`config.mk`:
```
export PLATFORM = sky130hd
export DESIGN_NAME = app_timing_ctrl
export DESIGN_NICKNAME = d
export VERILOG_FILES = /design/src/logic/app_timing_ctrl.sv
export SDC_FILE = /design/constraint.sdc
export NUM_CORES = 1
export LEC_CHECK = 0
export BUFFER_PORTS_ARGS = -buffer_cell sky130_fd_sc_hd__buf_2
export CORE_AREA = 2 2 39 41
export DETAILED_ROUTE_END_ITERATION = 6
export DIE_AREA = 0 0 41 43
export HOLD_SLACK_MARGIN = 0.05
export PLACE_DENSITY_LB_ADDON = 0.08
export SYNTH_ARGS = -nofsm -noshare
export SYNTH_HDL_FRONTEND = slang
export SYNTH_SLANG_ARGS = --single-unit
```
`constraint.sdc`:
```
create_clock -name ui_clk -period 3.3 [get_ports ui_clk]
set_input_delay 0.66 -clock ui_clk [delete_from_list [all_inputs] [get_ports ui_clk]]
set_output_delay 0.66 -clock ui_clk [all_outputs]
set_load 0.05 [all_outputs]
```
`src/logic/app_timing_ctrl.sv`:
```
// calibration hold-off and periodic refresh windows for the memory model
`default_nettype none

module app_timing_ctrl #(
    parameter int CALIB_CYCLES   = 20,   // at least 1
    parameter int REFRESH_PERIOD = 64,
    parameter int REFRESH_LEN    = 6
) (
    input  wire logic ui_clk,
    input  wire logic rst,
    output logic      init_calib_complete,
    output logic      refresh_active
);

    localparam int CAL_W = $clog2(CALIB_CYCLES + 1);
    localparam int REF_W = (REFRESH_PERIOD > 1) ? $clog2(REFRESH_PERIOD) : 1;

    logic [CAL_W-1:0] calib_cnt;
    logic [REF_W-1:0] refresh_cnt;

    // --------------------
    // calibration

    always_ff @(posedge ui_clk) begin
        if (rst) begin
            calib_cnt           <= '0;
            init_calib_complete <= 1'b0;
        end else if (!init_calib_complete) begin
            if (calib_cnt == CAL_W'(CALIB_CYCLES - 1)) begin
                init_calib_complete <= 1'b1;
            end
            calib_cnt <= calib_cnt + 1'b1;
        end
    end

    // --------------------
    // refresh

    // free-running once calibrated
    always_ff @(posedge ui_clk) begin
        if (rst) begin
            refresh_cnt <= '0;
        end else if (init_calib_complete) begin
            if (refresh_cnt == REF_W'(REFRESH_PERIOD - 1)) begin
                refresh_cnt <= '0;
            end else begin
                refresh_cnt <= refresh_cnt + 1'b1;
            end
        end
    end

    // window at the start of each period
    assign refresh_active = init_calib_complete && (refresh_cnt < REF_W'(REFRESH_LEN));

endmodule : app_timing_ctrl

`default_nettype wire

```
Yosys cells after proc, flatten, opt, wreduce, memory -nomap -nowiden. Index checks and enable logic that the tools add are counted.

Output and inout bits: 2. Register bits: 12. Logic and storage cells: 12.

Magnitude comparators: 1. $add $sub $neg: 2. Multiplexer cells: 3. Reductions and logical operators: 1. Equality and inequality tests: 2.

Operators by type and width (number): $add A6 B1 Y6 const B (1); $eq A6 B6 Y1 const B (1); $lt A6 B3 Y1 const B (1); $mux W6 (1); $add A5 B1 Y5 const B (1); $eq A5 B5 Y1 const B (1); $mux W1 (2); $logic_and A1 B1 Y1 (1).

Longest topological paths before layout.
Depth in word-level cells: 3. Mapped depth: 4.

Worst setup path before layout. No wires, ideal clock.

Kind: flip-flop to output port. From: reg init_calib_complete. To: out refresh_active. Cell stages (with the launch flop): 4. Path buffers: 1. Arrival: 1842 ps. Path slack: 798 ps. Cell sequence: dfxtp_1 buf_2 nand3_1 a21oi_1.

Word-level cells in the longest chain between the ends: 1.

Ends and longest elaborated chain: start: declaration (line 11) `output logic init_calib_complete,`; start signal: assignment (line 27) `init_calib_complete <= 1'b0;`; start signal: assignment (line 30) `init_calib_complete <= 1'b1;`; $logic_and A1 B1 Y1 (line 53) `assign refresh_active = init_calib_complete && (refresh_cnt < REF_W'(REFRESH_LEN));`; end: declaration (line 12) `output logic refresh_active`.

No other way between the ends.

Final worst setup path. Same ends and word-level chain as after synthesis.

==> flow_summary.ini <==
[status]
status = complete, no violations

[synth]
syn_area_per_cell_um2 = 9.10
syn_area_um2 = 528
synth_seq_cells = 12
synth_enable_flop_cells = 0
synth-simple-area-share = 0.249
synth_nets = 62
synth_top_area_share = 0.455
yosysUniqueCellTypes = 21
synthFlopType = dfxtp_1
ys_top_cells_by_count = dfxtp_1 (12), nor2_1 (12), xor2_1 (4)
synth.area.mux_share = 0.0379
synth_top_family_by_area = simple AND/OR/NAND/NOR gates
synth_cells = 58
synth_xor_xnor_area_share = 0.116
synth_adder_area_share = 0.0474
synthTopCellsByArea = dfxtp_1 (45%), nor2_1 (8.5%), xor2_1 (6.6%), xnor2_1 (5.0%), ha_1 (4.7%)
yosys_warnings = 0
yosys.area.top_type = dfxtp_1
synth-seq-area-share = 0.455
synth_compound_area_frac = 0.0640
synthArstFlopShare = 0

[final_layout]
fin_util = 0.417
antenna_cells = 0
area_growth_pct = 9.24
final_area_um2 = 577
nets = 68
drive_above_1_share = 0.113

[timing]
fin_crit_ns = 2.13
setup_violations = 0
slew_headroom = 0.639
max_freq_mhz = 469
slew_violations = 0
setup_tns_ns = 0
worst_slew_pin_slew_ns = 0.541
fin_hold_ws_ns = 0.527
grt_setup_unrepaired = false
post-route-period-util = 0.647
fin_ws_ns = 1.17
hold_violations = 0
fin_skew_ns = 0.00246

[global_route]
grt_max_degree = 16
grt_pass1_wl_mm = 1.50
grt_use_total = 0.127
grt_pass1_vias = 384
overflow = 0
antenna_found_initial = 0

[drt]
drt_iter0_markers = 7
ant_nets = 0
routedWlPerCell_um = 11.3
route.detailed.drc = 0
drt_first_pass_iters = 3
vias = 401
wl_um = 884
via_per_inst = 5.14

[worst_hold_path]
holdCritStartpoint = calib_cnt[4]
hp-class = reg2reg

[placed_design]
port_buffers = 3
place_hpwl_um = 631
placed_cell_area_um2 = 554
gp_congestion = 0.635
place_ws_ns = 1.46

[floorplan]
die_area_um2 = 1760
initial_core_util = 0.382
die_w_um = 41
coreArea_um2 = 1380
num_rows = 14
die_height_um = 43
io_pins = 4

[clocking]
cts_sinks = 12
insertion_delay_ns = 0.26
cts_buffers = 3
clockBufferDepth = 2
post-cts-setup-buffer-count = 0
path_clk_slew_ns = 0.07
cts_tree = yes
htree_num_levels = 1
cts.repair.resized = 0
cts_hold_buf = 0
clock-root-buffer = clkbuf_4

[pwr]
power.share.clock = 0.341
p_switching_mw = 0.0543
p_comb_frac = 0.049
seqPwrFrac = 0.611
power.internal_mw = 0.197
power_density_nw_per_um2 = 436
peakVddDrop_uv = 224
swShare = 0.216
p_leak_nw = 0.225

[worst_setup_path]
crit_type = reg2out
cp-start-kind = register
r2r_start = init_calib_complete
arrival_ns = 1.47
ff2ff_setup_slack_ns = 1.80
r2r.worst_path.cells = 3
cp-end-kind = output pin
crit_fanout = 15
r2r_end = refresh_cnt[5]
cp-startpoint = init_calib_complete
cp-endpoint = refresh_active
cp.required_ns = 2.64

[run]
drv_cap = 0
==> logic make-up after synthesis <==
group,after synthesis
xor gates and xnor gates,7
AOI/OAI and AO/OA,5
buffers and inverters,4
DFF,12
and+or+nand+nor,26
muxes,2
adders and majority gates,2
==> flip-flops by register name (all words and copies together) (netlist names) <==
register and count:
init_calib_complete 1, refresh_cnt 6, calib_cnt 5
==> critical path, stage by stage, from the launching register on <==
cell and delay, ns:
dfxtp_1 0.66, nand3_1 0.14, a21oi_1 0.14, buf_2 0.27
==> through the flow <==
| stage | instances | power [mW] |
|---|---|---|
| after floorplan | 58 | 0.166 |
| after global placement | 75 | 0.169 |
| after detailed placement | 75 | 0.169 |
| after CTS | 78 | 0.257 |
| after global routing | 78 | 0.263 |
| final | 78 | 0.251 |
==> power groups by stage <==
stage	combinational [mW]	clock, mW	sequential [mW]
2_1_floorplan	0.00998	0	0.156
3_3_place_gp	0.0124	0	0.157
3_5_place_dp	0.0125	0	0.157
4_1_cts	0.0126	0.0907	0.153
5_1_grt	0.0146	0.0944	0.154
6_report	0.0123	0.0856	0.153
==> placed cells by master, fill, tap and decap left out, types with 2 or more instances in the layout <==
cell type and n:
nor2_1 12, dfxtp_1 12, xor2_1 4, nand3_1 3, xnor2_1 3, nand2_1 3
clkbuf_4 3, buf_2 3, inv_1 2, nand4b_1 2, mux2i_1 2, nand4_1 2
a31oi_1 2, ha_1 2
==> worst min-delay path by stage <==
stage,endpoint,slack (ns),cells past startpoint
2_1_floorplan,calib_cnt[4],0.48,2
3_3_place_gp,calib_cnt[4],0.51,2
3_5_place_dp,calib_cnt[4],0.52,2
4_1_cts,calib_cnt[4],0.53,2
5_1_grt,refresh_cnt[5],0.56,2
6_report,calib_cnt[4],0.53,2
==> layer usage <==
metal,up-vias,global-route usage,share of wire
li1,209,-,-
met3,2,0.0314,0.035
met1,187,0.144,0.51
met4,0,0.100,0.016
met2,3,0.191,0.44
met5,-,0,0
==> layout make-up <==
type | instances | area, µm²
clock buffers | 3 | 22.5
fillers | 152 | 807
multi-input cells | 42 | 272
inverters | 2 | 7.51
repair buffers | 3 | 15.0
well taps | 16 | 20.0
flip-flops and latches | 12 | 240
(Power assumes the default switching activity.)
