## config.mk

```make
export PLATFORM = sky130hd
export DESIGN_NAME = ram_port_ctrl
export DESIGN_NICKNAME = d
export VERILOG_FILES = /design/src/logic/ddr_pkg.sv /design/src/logic/ram_port_ctrl.sv
export SDC_FILE = /design/constraint.sdc
export NUM_CORES = 1
export LEC_CHECK = 0
export ABC_AREA = 1
export BUFFER_PORTS_ARGS = -buffer_cell sky130_fd_sc_hd__buf_4
export CORE_AREA = 2 2 273 275
export CTS_BUF_LIST = sky130_fd_sc_hd__clkbuf_4 sky130_fd_sc_hd__clkbuf_8 sky130_fd_sc_hd__clkbuf_16
export CTS_CLUSTER_DIAMETER = 150
export DETAILED_ROUTE_END_ITERATION = 16
export DIE_AREA = 0 0 275 277
export PLACE_DENSITY = 0.38
export SYNTH_ARGS = -nofsm -noshare
export SYNTH_HDL_FRONTEND = slang
export SYNTH_SLANG_ARGS = --single-unit
```

## constraint.sdc

```tcl
create_clock -name ui_clk -period 13.42 [get_ports ui_clk]
set_input_delay 2.684 -clock ui_clk [delete_from_list [all_inputs] [get_ports ui_clk]]
set_output_delay 2.684 -clock ui_clk [all_outputs]
set_load 0.01 [all_outputs]
```

## src/logic/ddr_pkg.sv

```systemverilog
// shared widths and enums for the cpu memory port and its memory model
// imported with a wildcard by every module that needs them
`default_nettype none

package ddr_pkg;

    // --------------------
    // widths
    localparam int CPU_ADDR_W = 30;   // 4 byte aligned word address
    localparam int BLOCK_W    = 256;  // cpu side block
    localparam int APP_DATA_W = 128;  // one application data word
    localparam int APP_ADDR_W = 27;

    // --------------------
    // encodings

    // last completed cpu operation, nop after reset
    typedef enum logic [1:0] {
        OP_READ  = 2'b00,
        OP_WRITE = 2'b01,
        OP_NOP   = 2'b11
    } cpu_op_t;

    // command carried on app_cmd
    typedef enum logic [2:0] {
        APP_CMD_WRITE = 3'b000,
        APP_CMD_READ  = 3'b001
    } app_cmd_t;

    // port controller FSM
    typedef enum logic [1:0] {
        ST_IDLE,
        ST_WRITE,
        ST_READ
    } port_state_t;

endpackage : ddr_pkg

`default_nettype wire
```

## src/logic/ram_port_ctrl.sv

```systemverilog
// turns level-held cpu block requests into single 128-bit application commands
// repeats of the last completed request are answered from the local buffer
`default_nettype none

module ram_port_ctrl
    import ddr_pkg::*;
(
    input  wire logic                  ui_clk,
    input  wire logic                  rst,

    // cpu side, levels
    input  wire logic                  ram_en,
    input  wire logic                  ram_write,
    input  wire logic [CPU_ADDR_W-1:0] ram_addr,
    input  wire logic [BLOCK_W-1:0]    data_to_ram,
    output logic                       ram_rdy,
    output logic      [APP_DATA_W-1:0] block_out,

    // application interface
    input  wire logic                  init_calib_complete,
    input  wire logic                  app_rdy,
    input  wire logic                  app_wdf_rdy,
    input  wire logic [APP_DATA_W-1:0] app_rd_data,
    input  wire logic                  app_rd_data_valid,
    output logic                       app_en,
    output app_cmd_t                   app_cmd,
    output logic      [APP_ADDR_W-1:0] app_addr,
    output logic      [APP_DATA_W-1:0] app_wdf_data,
    output logic                       app_wdf_wren
);

    port_state_t           state;
    cpu_op_t               last_op;
    logic [CPU_ADDR_W-1:0] last_addr;
    logic                  rd_issued;   // read command accepted, waiting for data
    logic [BLOCK_W-1:0]    rd_buf;      // halves fill independently

    cpu_op_t cur_op;
    logic    new_req;
    logic    upper_half;
    logic    cmd_xfer;
    logic    wr_done;
    logic    rd_done;

    // --------------------
    // request decode

    assign cur_op     = ram_write ? OP_WRITE : OP_READ;
    assign upper_half = ram_addr[4];   // selects the 128-bit half of the block

    // differs from the last completed address/op pair
    assign new_req = ram_en && ((ram_addr != last_addr) || (cur_op != last_op));

    assign ram_rdy = !new_req && (state == ST_IDLE);

    // --------------------
    // application command

    assign app_en       = (state == ST_WRITE) || (state == ST_READ && !rd_issued);
    assign app_cmd      = (state == ST_WRITE) ? APP_CMD_WRITE : APP_CMD_READ;
    assign app_addr     = {ram_addr[APP_ADDR_W-3:0], 2'b00};   // top 5 cpu bits dropped
    assign app_wdf_data = upper_half ? data_to_ram[BLOCK_W-1:APP_DATA_W]
                                     : data_to_ram[APP_DATA_W-1:0];
    assign app_wdf_wren = (state == ST_WRITE);

    // write data must be taken alongside the command
    assign cmd_xfer = app_en && app_rdy && init_calib_complete
                      && (!app_wdf_wren || app_wdf_rdy);

    assign wr_done = (state == ST_WRITE) && cmd_xfer;
    assign rd_done = (state == ST_READ) && rd_issued && app_rd_data_valid;

    // --------------------
    // FSM and last request

    always_ff @(posedge ui_clk) begin
        if (rst) begin
            state     <= ST_IDLE;
            last_op   <= OP_NOP;
            last_addr <= '1;
            rd_issued <= 1'b0;
        end else begin
            unique case (state)
                ST_IDLE: begin
                    if (new_req) begin
                        state <= ram_write ? ST_WRITE : ST_READ;
                    end
                end
                ST_WRITE: begin
                    if (wr_done) begin
                        last_addr <= ram_addr;
                        last_op   <= OP_WRITE;
                        state     <= ST_IDLE;
                    end
                end
                ST_READ: begin
                    if (cmd_xfer) begin
                        rd_issued <= 1'b1;   // app_en drops from here
                    end
                    if (rd_done) begin
                        last_addr <= ram_addr;
                        last_op   <= OP_READ;
                        rd_issued <= 1'b0;
                        state     <= ST_IDLE;
                    end
                end
                default: state <= ST_IDLE;
            endcase
        end
    end

    // read buffer, one half per completed read
    always_ff @(posedge ui_clk) begin
        if (rd_done) begin
            if (upper_half) begin
                rd_buf[BLOCK_W-1:APP_DATA_W] <= app_rd_data;
            end else begin
                rd_buf[APP_DATA_W-1:0] <= app_rd_data;
            end
        end
    end

    assign block_out = upper_half ? rd_buf[BLOCK_W-1:APP_DATA_W]
                                  : rd_buf[APP_DATA_W-1:0];

endmodule : ram_port_ctrl

`default_nettype wire

```

Yosys cells after proc, flatten, opt, wreduce, memory -nomap -nowiden:

Cells that the tools add are included.

* bits in registers: 291
* bits of input ports: 422
* logic and storage cells: 53

* equal/unequal tests: 7
* muxes and demuxes: 16
* bitwise operators: 1
* reduce and logical (&&, ||, !) cells: 23

Operator list (count)
* $mux W128: 2
* $mux W30: 2
* $pmux W30 S2: 1
* $ne A30 B30 Y1: 1
* $mux W2: 5
* $logic_and A1 B1 Y1: 9
* $pmux W2 S3: 1
* $reduce_and A2 Y1: 3
* $reduce_and A3 Y1: 2
* $mux W1: 4
* $ne A2 B2 Y1 const B: 2
* $pmux W2 S2: 1
* $reduce_bool A2 Y1: 2
* $logic_not A1 Y1: 3
* $logic_or A1 B1 Y1: 3
* $eq A2 B1 Y1 const B: 1
* $eq A2 B2 Y1 const B: 1
* $logic_not A2 Y1: 1
* $ne A1 B2 Y1: 1
* $ne A2 B1 Y1 const B: 1
* $not A1 Y1: 1

Depth between registers and ports, before layout:

Gate-level depths: netlist (run 1).

* depth after elaboration: 9
* mapped depth: 15

Worst setup path before layout (run 1):

No wires, ideal clock.

* path type: input port to flip-flop
* start point: input ram_addr[4]
* end point: register rd_buf[128] (enable)
* setup time: 617 ps
* arrival: 8405 ps
* data required time: 12803 ps
* setup slack: 4398 ps
* stages: 4
* path through: buf_4 -> inv_2 -> clkbuf_1 -> nor2_1

* cells in the longest elaborated chain, start to end: 1

RTL lines
* from (decl): RTL line ram_port_ctrl.sv:14 `input wire logic [CPU_ADDR_W-1:0] ram_addr,`
* $reduce_and A2 Y1 (no line)
* to (signal, indexed assignment): RTL line ram_port_ctrl.sv:116 `rd_buf[BLOCK_W-1:APP_DATA_W] <= app_rd_data;`
* to (signal, indexed assignment): RTL line ram_port_ctrl.sv:118 `rd_buf[APP_DATA_W-1:0] <= app_rd_data;`
* to (decl): RTL line ram_port_ctrl.sv:36 `logic [BLOCK_W-1:0] rd_buf;`

No other way between the ends.
A chain may end at the register's enable or synchronous reset.

Worst setup path after layout (run 1):

* start point: input ram_addr[4]
* end point: output block_out[84]

* cells in the longest elaborated chain, start to end: 1

RTL lines
* $mux W128: RTL line ram_port_ctrl.sv:123 `assign block_out = upper_half ? rd_buf[BLOCK_W-1:APP_DATA_W]`
* to (decl): RTL line ram_port_ctrl.sv:17 `output logic [APP_DATA_W-1:0] block_out,`

No other way between the ends.

==> results of run 1 <==
[Yosys cell counts, drive strengths merged]
master / n / share of area [%]
clkbuf: 56 / 1.7
nand2: 874 / 25
o211ai: 1 / 0.058
nand4: 1 / 0.048
a211o: 1 / 0.067
a31oi: 1 / 0.048
dfxtp: 35 / 5.4
nand3: 14 / 0.64
o21ai: 21 / 1.1
inv: 56 / 1.6
conb: 1 / 0.029
edfxtp: 256 / 59
nor2: 20 / 0.65
buf: 39 / 2.3
xnor2: 11 / 0.74
nor3: 3 / 0.20
a21oi: 20 / 1.1
[cells by family after synthesis]
logic type,share of synthesized area (%)
and+or+nand+nor,26.8
DFF,64.5
buffers and inverters,5.55
AOI/OAI and AO/OA,2.33
xor gates and xnor gates,0.741
other,0.0289
[final cells by class]
class	instances	area, sq um	share of cell area (%)
diodes	6	15.0	0.0740
clock buffers	46	1010	4.98
clock inverters	17	149	0.734
inverters	56	218	1.07
multi-input cells	971	3910	19.3
flip-flops and latches	291	8390	41.4
well taps	969	1210	5.98
repair buffers	715	5380	26.5
[worst paths after layout]
kind,start,endpoint,slack (ns),depth (start not counted)
hold reg to reg,last_op[1]$_SDFFE_PP1P_,last_op[1]$_SDFFE_PP1P_,0.45,2
hold / removal,last_op[1]$_SDFFE_PP1P_,last_op[1]$_SDFFE_PP1P_,0.45,2
setup / recovery,ram_addr[4],block_out[84],6.00,6
setup reg to reg,state[1]$_SDFFE_PP0P_,rd_buf[188]$_DFFE_PP_,9.78,6
[tightest hold or removal path, stage by stage, from the launching register on]
cell and delay [ns]:
dfxtp_1 0.31, nand2_1 0.06, nand2_1 0.04
[registers in the layout, indices dropped and copies added (netlist names)]
signal     flops
last_addr     30
rd_buf       256
state          2
last_op        2
rd_issued      1
[power groups by stage]
stage	combinational, mW	sequential (mW)	clock [mW]
finish	0.385	1.01	0.962
global route	0.423	1.01	1.03
CTS	0.394	1.01	1.00
detailed placement	0.393	1.03	0
global placement	0.391	1.03	0
floorplan	0.153	1.03	0
[stage by stage]
step | cells | hold slack, ns | worst slack [ns]
global route | 3071 | 0.496 | 5.70
global placement | 3002 | 0.431 | 5.73
finish | 3071 | 0.446 | 6.00
floorplan | 1413 | 0.420 | 4.40
CTS | 3065 | 0.447 | 5.77
detailed placement | 3002 | 0.433 | 5.77
[routing by layer]
metal	wire length, um	up-vias	GRT usage (%)
li1	-	5784	-
met1	23200	5472	16.8
met2	31700	455	28.1
met3	5220	73	4.77
met4	1230	2	4.06
met5	13	-	0
==> impl_results.md, run 1 <==
- Clock Tree Buf Depth: 3
- Overflow after GRT: 0
- Die X: about 280 um
- Cts bufs inserted: 38
- Worst EP arrival: roughly 4.7 ns
- Nets: 2495
- Worst hold path class: register to register
- First-pass GRT wire length: 83400 um
- Initial antenna violation count: 12
- CP Launch Type: input pin
- Cell family with most CP delay: buffers and inverters
- Core area: between 70000 and 80000 sq um
- Hold buffer count at cts: 0
- ANT nets after route: 0
- Synth Cell Area: approximately 13000 sq um
- RSZ-0062 raised after global routing: false
- Finished Core Util: about 28%
- Critical path class: input pin to output pin
- Max transition margin: about 28%
- Switching share of power: between 20 and 30%
- Sequential element share of the synthesized area: roughly 65%
- Row count: 100
- Status: complete, no violations
- Routed wire per std cell: ~20 um
- Logic gate share of total power: between 10% and 20%
- Total GRT Usage: 15.3%
- PostCTS Resize Cnt: 0
- Clock latency on the worst-skew pair: 0.55 ns
- CP Max Fanout: 127
- Clock root cell: clkbuf_16
- WP data required: 10.74 ns
- CP Cell Sequence: buf_8, inv_8, buf_4, nand2_1, nand2_1, buf_4
- Post-DP Area: around 19000 sq um
- Boundary Pins: 711
- Area added between synthesis and finish: 56.1%
- P_sw: ~0.6 mW
- Filler Cell Count: slightly below 8000
- Synth Register Bits: roughly 290
- Postcts setup bufs: 0
- DRT iter0 DRCs: around 530
- Largest net degree at the start of global routing: 128
- Worst Max-Slew Pin Slew: approximately 1.1 ns
- Starting density of the core: ~18%
- Syn avg cell area: between 9 and 10 sq um
- 1st-pass router iterations: 4
- CP max-delay cell: buf_4
- Yosys cell types: 31
- Die ar.: between 70000 and 80000 sq um
- Crit-path max cell delay: ~0.73 ns
- Seq pwr share: roughly 43%
- DIE HEIGHT: around 280 um
- Synth Warn #: 0
- Detailed-placement wirelength estimate: 47200 um
- Max Freq: about 0.13 GHz
- Layout cells sized above 1: slightly below 40%
- Crit. End Element: output pin
- Total power: about 2.4 mW
- Final setup viols: 0
- Number of hold violations in the final report: 0
- Post-route clock skew: between 0.02 and 0.025 ns
- Commonest cells after routing, fill and taps aside: nand2_1 (873), buf_4 (714), edfxtp_1 (256)
- Period utilization: between 50% and 60%
- Post-Route WL: between 60000 and 70000 um
- TritonCTS clock tree: built
- Final non-filler cell area: between 20000 and 25000 sq um
- Gate Count Post-Synth: ~1400
- Residual DRC count: 0
- Most common cell after layout, fill and taps aside: nand2_1
- Power share of the clock group: 40.8%
- Port Buffers: 706
- DR vias/cell: ~3.8
- Worst vdd ir: between 0.07 and 0.08 mV
- Tmin final: 7.42 ns
- TritonCTS Sinks: just under 300
- H-tree Lvls: 2
- Power density over the cells: around 120 nW/um^2
- Max-slew violation count: 0
- CP bufs+invs: 4
- Leak Pwr: roughly 10 nW
- Internal power: approximately 1.7 mW
- Gp weighted congestion: around 0.87
- Total number of vias: ~12000
- MaxCap Viol Count: 0
- Clk slew on worst S/H paths: around 0.060 ns
- Vias in the first global route: 11900
- Setup TNS Final: 0 ns
Note: power is estimated with default switching activity, not from simulation.
==> run 2, diff against run 1 <==
- PLACE_DENSITY: 0.38 -> 0.39
- clock period: 13.42 -> 6.3 ns (I/O delays scaled with it)
==> run 2 against run 1 <==
  * Register-to-register slack got worse by 5.8 ns
  * Clock-buffer cell count fell by 4
  * Wire length fell by 4.7%
  * Largest cell class unchanged
==> impl_results.md, run 2 (same netlist as run 1, synthesis figures left out) <==
- WP data required: 5.04 ns (-5.70 ns)
- Clock Tree Buf Depth: 3 (unchanged)
- Nets: 2499 (+0.16%)
- Status: complete, no violations
- Max transition margin: 33.0% (+5.4 points)
- Postcts setup bufs: 0 (unchanged)
- DIE HEIGHT: 277 um (unchanged)
- Setup TNS Final: 0 ns (unchanged)
- Layout cells sized above 1: 38.7% (+0.17 points)
- Routed wire per std cell: 19.0 um (-5.1%)
- CP Cell Sequence: clkbuf_8, inv_8, nand2_1, nand2_1, inv_1, nand2_1, nor2_1, nand2_1, nor2_1, nand2_1, nand2_1, nand2_1, inv_1, buf_4
- Clk slew on worst S/H paths: 0.06 ns (about the same)
- Period utilization: between 70% and 80%
- CP bufs+invs: 5 (+1)
- Crit. path cell count: 14 (+8)
- TritonCTS Sinks: 291 (unchanged)
- Top flop regs: rd_buf: 256 flops, last_addr: 30 flops
- Critical R2R Launch: state[1]$_SDFFE_PP0P_
- Die ar.: 76200 sq um (unchanged)
- Placed cells: 3007 (+0.17%)
- Switching share of power: 25.1% (-0.83 points)
- CP max-delay cell: clkbuf_8
- Leak Pwr: 9.82 nW (+0.94%)
- CP Launch Type: input pin
- 1st-pass router iterations: 6 (+2)
- Seq pwr share: 41.9% (-0.9 points)
- Power density over the cells: 249 nW/um^2 (+110%)
- Die X: 275 um (unchanged)
- Critical Path Start: ram_addr[4]
- Cts bufs inserted: 37 (-2.6%)
- Row count: 100 (unchanged)
- Vias in the first global route: 11900 (+0.28%)
- Final cell count without fillers: 3084 (+0.42%)
- Port Buffers: 706 (unchanged)
- FF-to-FF setup slack: 3.99 ns (-5.79 ns)
- Path depth of the worst reg2reg path: 5 (-1)
- Detailed-placement wirelength estimate: 44900 um (-4.9%)
- Core area: 73600 sq um (unchanged)
- Finished Core Util: 27.9% (+0.33 points)
- Total power: 5.12 mW (+120%)
- Most common cell after layout, fill and taps aside: nand2_1
- Logic gate share of total power: 15.8% (-0.6 points)
- Cell family with most CP delay: buffers and inverters
- Tmin final: about 4.5 ns
- CP Capture Point: ram_rdy
- Overflow after GRT: 0 (unchanged)
- DRT iter0 DRCs: 706 (+32%)
- DR vias/cell: 3.84 (+0.10%)
- First-pass GRT wire length: 80700 um (-3.3%)
- Hold buffer count at cts: 0 (unchanged)
- Commonest cells after routing, fill and taps aside: nand2_1 (873), buf_4 (712), edfxtp_1 (256)
- Clock root cell: clkbuf_16
- Largest net degree at the start of global routing: 130 (+1.6%)
- Internal power: 3.83 mW (+120%)
- Final setup viols: 0 (unchanged)
- Largest register FFs: 256 (unchanged)
- Worst Max-Slew Pin Slew: 1.00 ns (-0.0800 ns)
- RSZ-0062 raised after global routing: false
- Number of hold violations in the final report: 0 (unchanged)
- P_sw: 1.29 mW (+110%)
- Largest register by flop count: rd_buf
- FF-to-FF End: rd_buf[125]$_DFFE_PP_
- Worst EP arrival: 3.24 ns (-1.50 ns)
- Critical path class: input pin to output pin
- Crit-path max cell delay: 0.50 ns (-0.23 ns)
- Crit. End Element: output pin
- Hold_ws: 0.455 ns (+0.00868 ns)
- Cell mode on critical path: nand2_1
- Gp weighted congestion: 0.845 (-3.2%)
- PostCTS Resize Cnt: 0 (unchanged)
- MaxCap Viol Count: 0 (unchanged)
- Total number of vias: 11800 (+0.53%)
- Starting density of the core: 17.7% (unchanged)
- Worst hold path class: register to register
- Post-Route WL: 58500 um (-4.7%)
- Boundary Pins: 711 (unchanged)
- ANT nets after route: 0 (unchanged)
- Max Freq: about 0.22 GHz
- CP Max Fanout: 129 (+1.6%)
- Total GRT Usage: 14.5% (-0.75 points)
- Area added between synthesis and finish: 57.9%
- Initial antenna violation count: 19 (+7)
- Residual DRC count: 0 (unchanged)
- TritonCTS clock tree: built
- H-tree Lvls: 2 (unchanged)
- Max-slew violation count: 0 (unchanged)
- Power share of the clock group: 42.3% (+1.5 points)
- Clock latency on the worst-skew pair: 0.55 ns (about the same)
- Post-route clock skew: 0.0316 ns (+0.0109 ns)
- Worst vdd ir: 0.189 mV (+140%)
[run 2: cell count changes in the layout (fill, tap and decap cells not counted), sizes merged]
| cell | before | now |
|---|---|---|
| buf | 715 | 719 |
| bufinv | 1 | 4 |
| clkbuf | 46 | 43 |
| clkinv | 12 | 16 |
| clkinvlp | 1 | 3 |
| diode | 6 | 10 |
| inv | 59 | 58 |
[run 2: how the worst min path moves through the flow]
stage	from	endpoint	slack, ns	cells after the start
after CTS	last_op[1]$_SDFFE_PP1P_	last_op[1]$_SDFFE_PP1P_	0.46	2
after detailed placement	last_op[1]$_SDFFE_PP1P_	last_op[1]$_SDFFE_PP1P_	0.44	2
final	last_op[1]$_SDFFE_PP1P_	last_op[1]$_SDFFE_PP1P_	0.46	2
after floorplan	last_op[1]$_SDFFE_PP1P_	last_op[1]$_SDFFE_PP1P_	0.42	2
after global routing	last_op[1]$_SDFFE_PP1P_	last_op[1]$_SDFFE_PP1P_	0.51	2
after global placement	last_op[1]$_SDFFE_PP1P_	last_op[1]$_SDFFE_PP1P_	0.45	2
[run 2: cell type report]
cell class / count / area, sq um
Sequential cell: 291 / 8390
Antenna cell: 10 / 25.0
Fill cell: 7878 / 53000
Clock inverter: 25 / 283
Inverter: 56 / 218
Multi-Input combinational cell: 971 / 3910
Timing Repair Buffer: 720 / 5500
Clock buffer: 42 / 987
Tap cell: 969 / 1210
[run 2: metrics by stage]
| stage | cell area, sq um | worst slack (ns) |
|---|---|---|
| after CTS | 20500 | 1.71 |
| after floorplan | 13000 | 0.870 |
| after global placement | 19200 | 1.62 |
| after global routing | 20500 | 1.51 |
| final | 20500 | 1.80 |
| after detailed placement | 19200 | 1.70 |
[run 2: power groups by stage]
stage	clock network (mW)	registers (mW)	logic, mW
after floorplan	0	2.18	0.327
after global placement	0	2.18	0.814
after detailed placement	0	2.19	0.820
after CTS	2.25	2.15	0.822
after global routing	2.30	2.15	0.886
final	2.16	2.15	0.807
[run 2: worst reg2reg max path, stage by stage, from the launching register on]
cell and delay (ns):
dfxtp_1 0.43, nand2_2 0.09, inv_2 0.09, nand3_4 0.12, nor2_4 0.75, buf_12 0.38
[run 2: per-layer routing]
metal	vias up	part of all wire, %	wire length [um]	GRT usage (%)
met5	-	0.097	57	0
met4	8	2.8	1620	6.39
met3	83	9.2	5400	5.09
met2	495	53	31200	26.7
met1	5471	35	20200	14.7
li1	5791	-	-	-
==> run 3, diff against run 2 <==
- ABC_AREA: 1 -> 0
- PLACE_DENSITY: 0.39 -> 0.37
- clock period: 6.3 -> 4.42 ns (I/O delays scaled with it)
==> run 3 against run 2 <==
  * Via count decreased by 22%
  * Sequential share of layout area rose by 0.64 points
  * Area after synthesis down 2.3%
  * Register-to-register slack lost 1.9 ns
  * Synthesized cell count shrank 45%
  * Flip-flop and latch count did not move
  * Die area unchanged
  * Total power up 33%
  * Global-route usage is 0.091 points lower
  * Clock-buffer cell count increased by 6
  * Final cell count shrank 20%
  * Critical path type unchanged
  * Largest cell class unchanged
  * Highest routed layer is now met4
==> impl_results.md, run 3 <==
- Status: complete, no violations
- Power density over the cells: 336 nW/um^2 (+35%)
- Worst hold path class: register to register
- Clock latency on the worst-skew pair: 0.54 ns (about the same)
- Core area: 73600 sq um (unchanged)
- Area of the multi-input gates: 3900 sq um (-0.38%)
- First-pass GRT wire length: 76000 um (-5.8%)
- Logic gate share of total power: 13.7% (-2.1 points)
- Max Freq: about 0.28 GHz
- Leak Pwr: 8.11 nW (-17%)
- TritonCTS clock tree: built
- Ys flop type: edfxtp_1
- Syn avg cell area: 16.4 sq um (+78%)
- Postcts setup bufs: 0 (unchanged)
- Clock root cell: clkbuf_16
- Largest register FFs: 256 (unchanged)
- Yosys cell types: 34 (+9.7%)
- Synth Cell Area: 12700 sq um (-2.3%)
- Setup TNS Final: 0 ns (unchanged)
- Largest register by flop count: rd_buf
- Crit-path max cell delay: 0.47 ns (-0.03 ns)
- Crit. End Element: output pin
- TritonCTS Sinks: 291 (unchanged)
- Number of flops mapped to enable cells by yosys: 256 (unchanged)
- CP Cell Sequence: buf_8, buf_12, mux2_2, buf_4
- Tmin final: 3.55 ns
- Area added between synthesis and finish: 59.2%
- Synth Register Bits: 291 (unchanged)
- Die ar.: 76200 sq um (unchanged)
- Row count: 100 (unchanged)
- Critical path class: input pin to output pin
- Detailed-placement wirelength estimate: 46900 um (+4.5%)
- Hold buffer count at cts: 0 (unchanged)
- 1st-pass router iterations: 5 (-1)
- P_sw: 1.57 mW (+22%)
- Routed wire per std cell: 23.5 um (+24%)
- Register area: 8390 sq um (unchanged)
- H-tree Lvls: 2 (unchanged)
- Total power: 6.80 mW (+33%)
- Synth Warn #: 0 (unchanged)
- CP Max Fanout: 124 (-3.9%)
- Top flop regs: rd_buf: 256 flops, last_addr: 30 flops
- DRT iter0 DRCs: 326 (-54%)
- Post-route clock skew: 0.0105 ns (-0.0212 ns)
- Post-Route WL: 58300 um (-0.44%)
- DR vias/cell: 3.71 (-3.3%)
- Leading area contributor after synthesis: edfxtp_1
- CP Launch Type: input pin
- Seq pwr share: 44.2% (+2.3 points)
- Sequential element share of the synthesized area: 66.1% (+1.5 points)
- MaxCap Viol Count: 0 (unchanged)
- Switching share of power: 23.1% (-2.0 points)
- Clk slew on worst S/H paths: 0.05 ns (about the same)
- PostCTS Resize Cnt: 0 (unchanged)
- Overflow after GRT: 0 (unchanged)
- ANT nets after route: 0 (unchanged)
- Initial antenna violation count: 26 (+7)
- Nets: 1892 (-24%)
- Worst vdd ir: 0.259 mV (+37%)
- Residual DRC count: 0 (unchanged)
- Boundary Pins: 711 (unchanged)
- Dominant cells by area after synthesis: edfxtp_1 (61%), mux2_2 (23%), dfxtp_1 (5.5%), nand2_1 (1.8%), buf_4 (1.7%)
- Number of hold violations in the final report: 0 (unchanged)
- Clock Tree Buf Depth: 3 (unchanged)
- Filler Cell Count: 7675 (-2.6%)
- Max transition margin: 34.4% (+1.5 points)
- Period utilization: 80.4%
- Power share of the clock group: 42.0% (-0.3 points)
- Placed cells: 2401 (-20%)
- Die X: 275 um (unchanged)
- Port Buffers: 706 (unchanged)
- Worst Max-Slew Pin Slew: 0.983 ns (-0.0209 ns)
- Synth cell count leaders: edfxtp_1 (256), mux2_2 (256), nand2_1 (60), dfxtp_1 (35), buf_2 (30)
- Largest net degree at the start of global routing: 125 (-3.8%)
- Max-slew violation count: 0 (unchanged)
- Total number of vias: 9204 (-22%)
- Top cell type's share of synthesized area: 60.6% (+1.4 points)
- RSZ-0062 raised after global routing: false
- Gate Count Post-Synth: 773 (-45%)
- Final setup viols: 0 (unchanged)
- Final cell count without fillers: 2478 (-20%)
- DIE HEIGHT: 277 um (unchanged)
- Commonest cells after routing, fill and taps aside: buf_4 (715), mux2_2 (256), edfxtp_1 (256)
- Starting density of the core: 17.3% (-0.41 points)
- Total GRT Usage: 14.5% (-0.091 points)
- CP max-delay cell: buf_12
- Gp weighted congestion: 0.786 (-7.0%)
- Internal power: 5.23 mW (+36%)
- Vias in the first global route: 9668 (-19%)
- Most common cell after layout, fill and taps aside: buf_4
- FFs w/ async S/R, synth: 0% (unchanged)
- WP data required: 3.54 ns (-1.50 ns)
- Cts bufs inserted: 36 (-2.7%)
- Layout cells sized above 1: 70.0% (+31 points)
- Worst EP arrival: 2.67 ns (-0.57 ns)
run 3: cell count changes after synthesis, sizes merged, moves of 19 or more:
| cell | delta |
|---|---|
| clkbuf | -51 |
| mux2 | +256 |
| buf | +23 |
| o21ai | -19 |
| nand2 | -814 |
| a21oi | -19 |
| nand3b | +29 |
| inv | -53 |
run 3: path summary, 6_finish.rpt:
check / from / endpoint / slack [ns] / cells after the start
max reg2reg: state[1]$_SDFFE_PP0P_ / rd_buf[239]$_DFFE_PP_ / 2.12 / 4
min: last_op[1]$_SDFFE_PP1P_ / last_op[1]$_SDFFE_PP1P_ / 0.47 / 1
max: ram_addr[4] / app_wdf_data[66] / 0.87 / 4
min reg2reg: last_op[1]$_SDFFE_PP1P_ / last_op[1]$_SDFFE_PP1P_ / 0.47 / 1
run 3: kinds of logic after synthesis:
kind of cell              synth area share (%)
AOI/OAI and AO/OA                        0.769
and+or+nand+nor                           4.79
muxes                                     22.7
DFF                                       66.1
other                                   0.0295
xor gates and xnor gates                  2.20
buffers and inverters                     3.40
run 3: routing by layer:
layer	vias up	GRT usage, %	part of all wire (%)
met1	4412	13.6	33
met2	411	27.7	55
met3	78	4.99	8.8
met5	-	0	0
li1	4303	-	-
met4	0	6.56	3.4
run 3: worst max-delay path: cells and delay by family:
family	cells	cell delay [ns]
buffers and inverters	3	0.99
muxes	1	0.47
run 3: per-stage QoR:
stage / area, sq um / utilization (%) / setup WS, ns / hold WS (ns)
floorplan: 12700 / - / 0.718 / 0.427
detailed placement: 19000 / 25.9 / 0.871 / 0.458
CTS: 20200 / 27.4 / 0.868 / 0.471
global placement: 19000 / 25.9 / 0.897 / 0.448
finish: 20200 / 27.5 / 0.866 / 0.473
global route: 20200 / 27.5 / 0.757 / 0.482
run 3: layout make-up:
cell class / count / area share, %
timing repair buffer: 723 / 27.3
clock buffer: 48 / 4.99
clock inverter: 17 / 0.681
antenna: 12 / 0.149
tap: 969 / 6.00
inverter: 3 / 0.0557
multi-input combinational: 415 / 19.3
sequential: 291 / 41.5
run 3: power groups by stage:
stage / clock, mW / sequential [mW] / combinational (mW)
6_report: 2.86 / 3.01 / 0.934
5_1_grt: 3.07 / 3.01 / 1.00
4_1_cts: 2.98 / 3.01 / 0.953
3_5_place_dp: 0 / 3.06 / 0.950
3_3_place_gp: 0 / 3.06 / 0.948
2_1_floorplan: 0 / 3.06 / 0.344
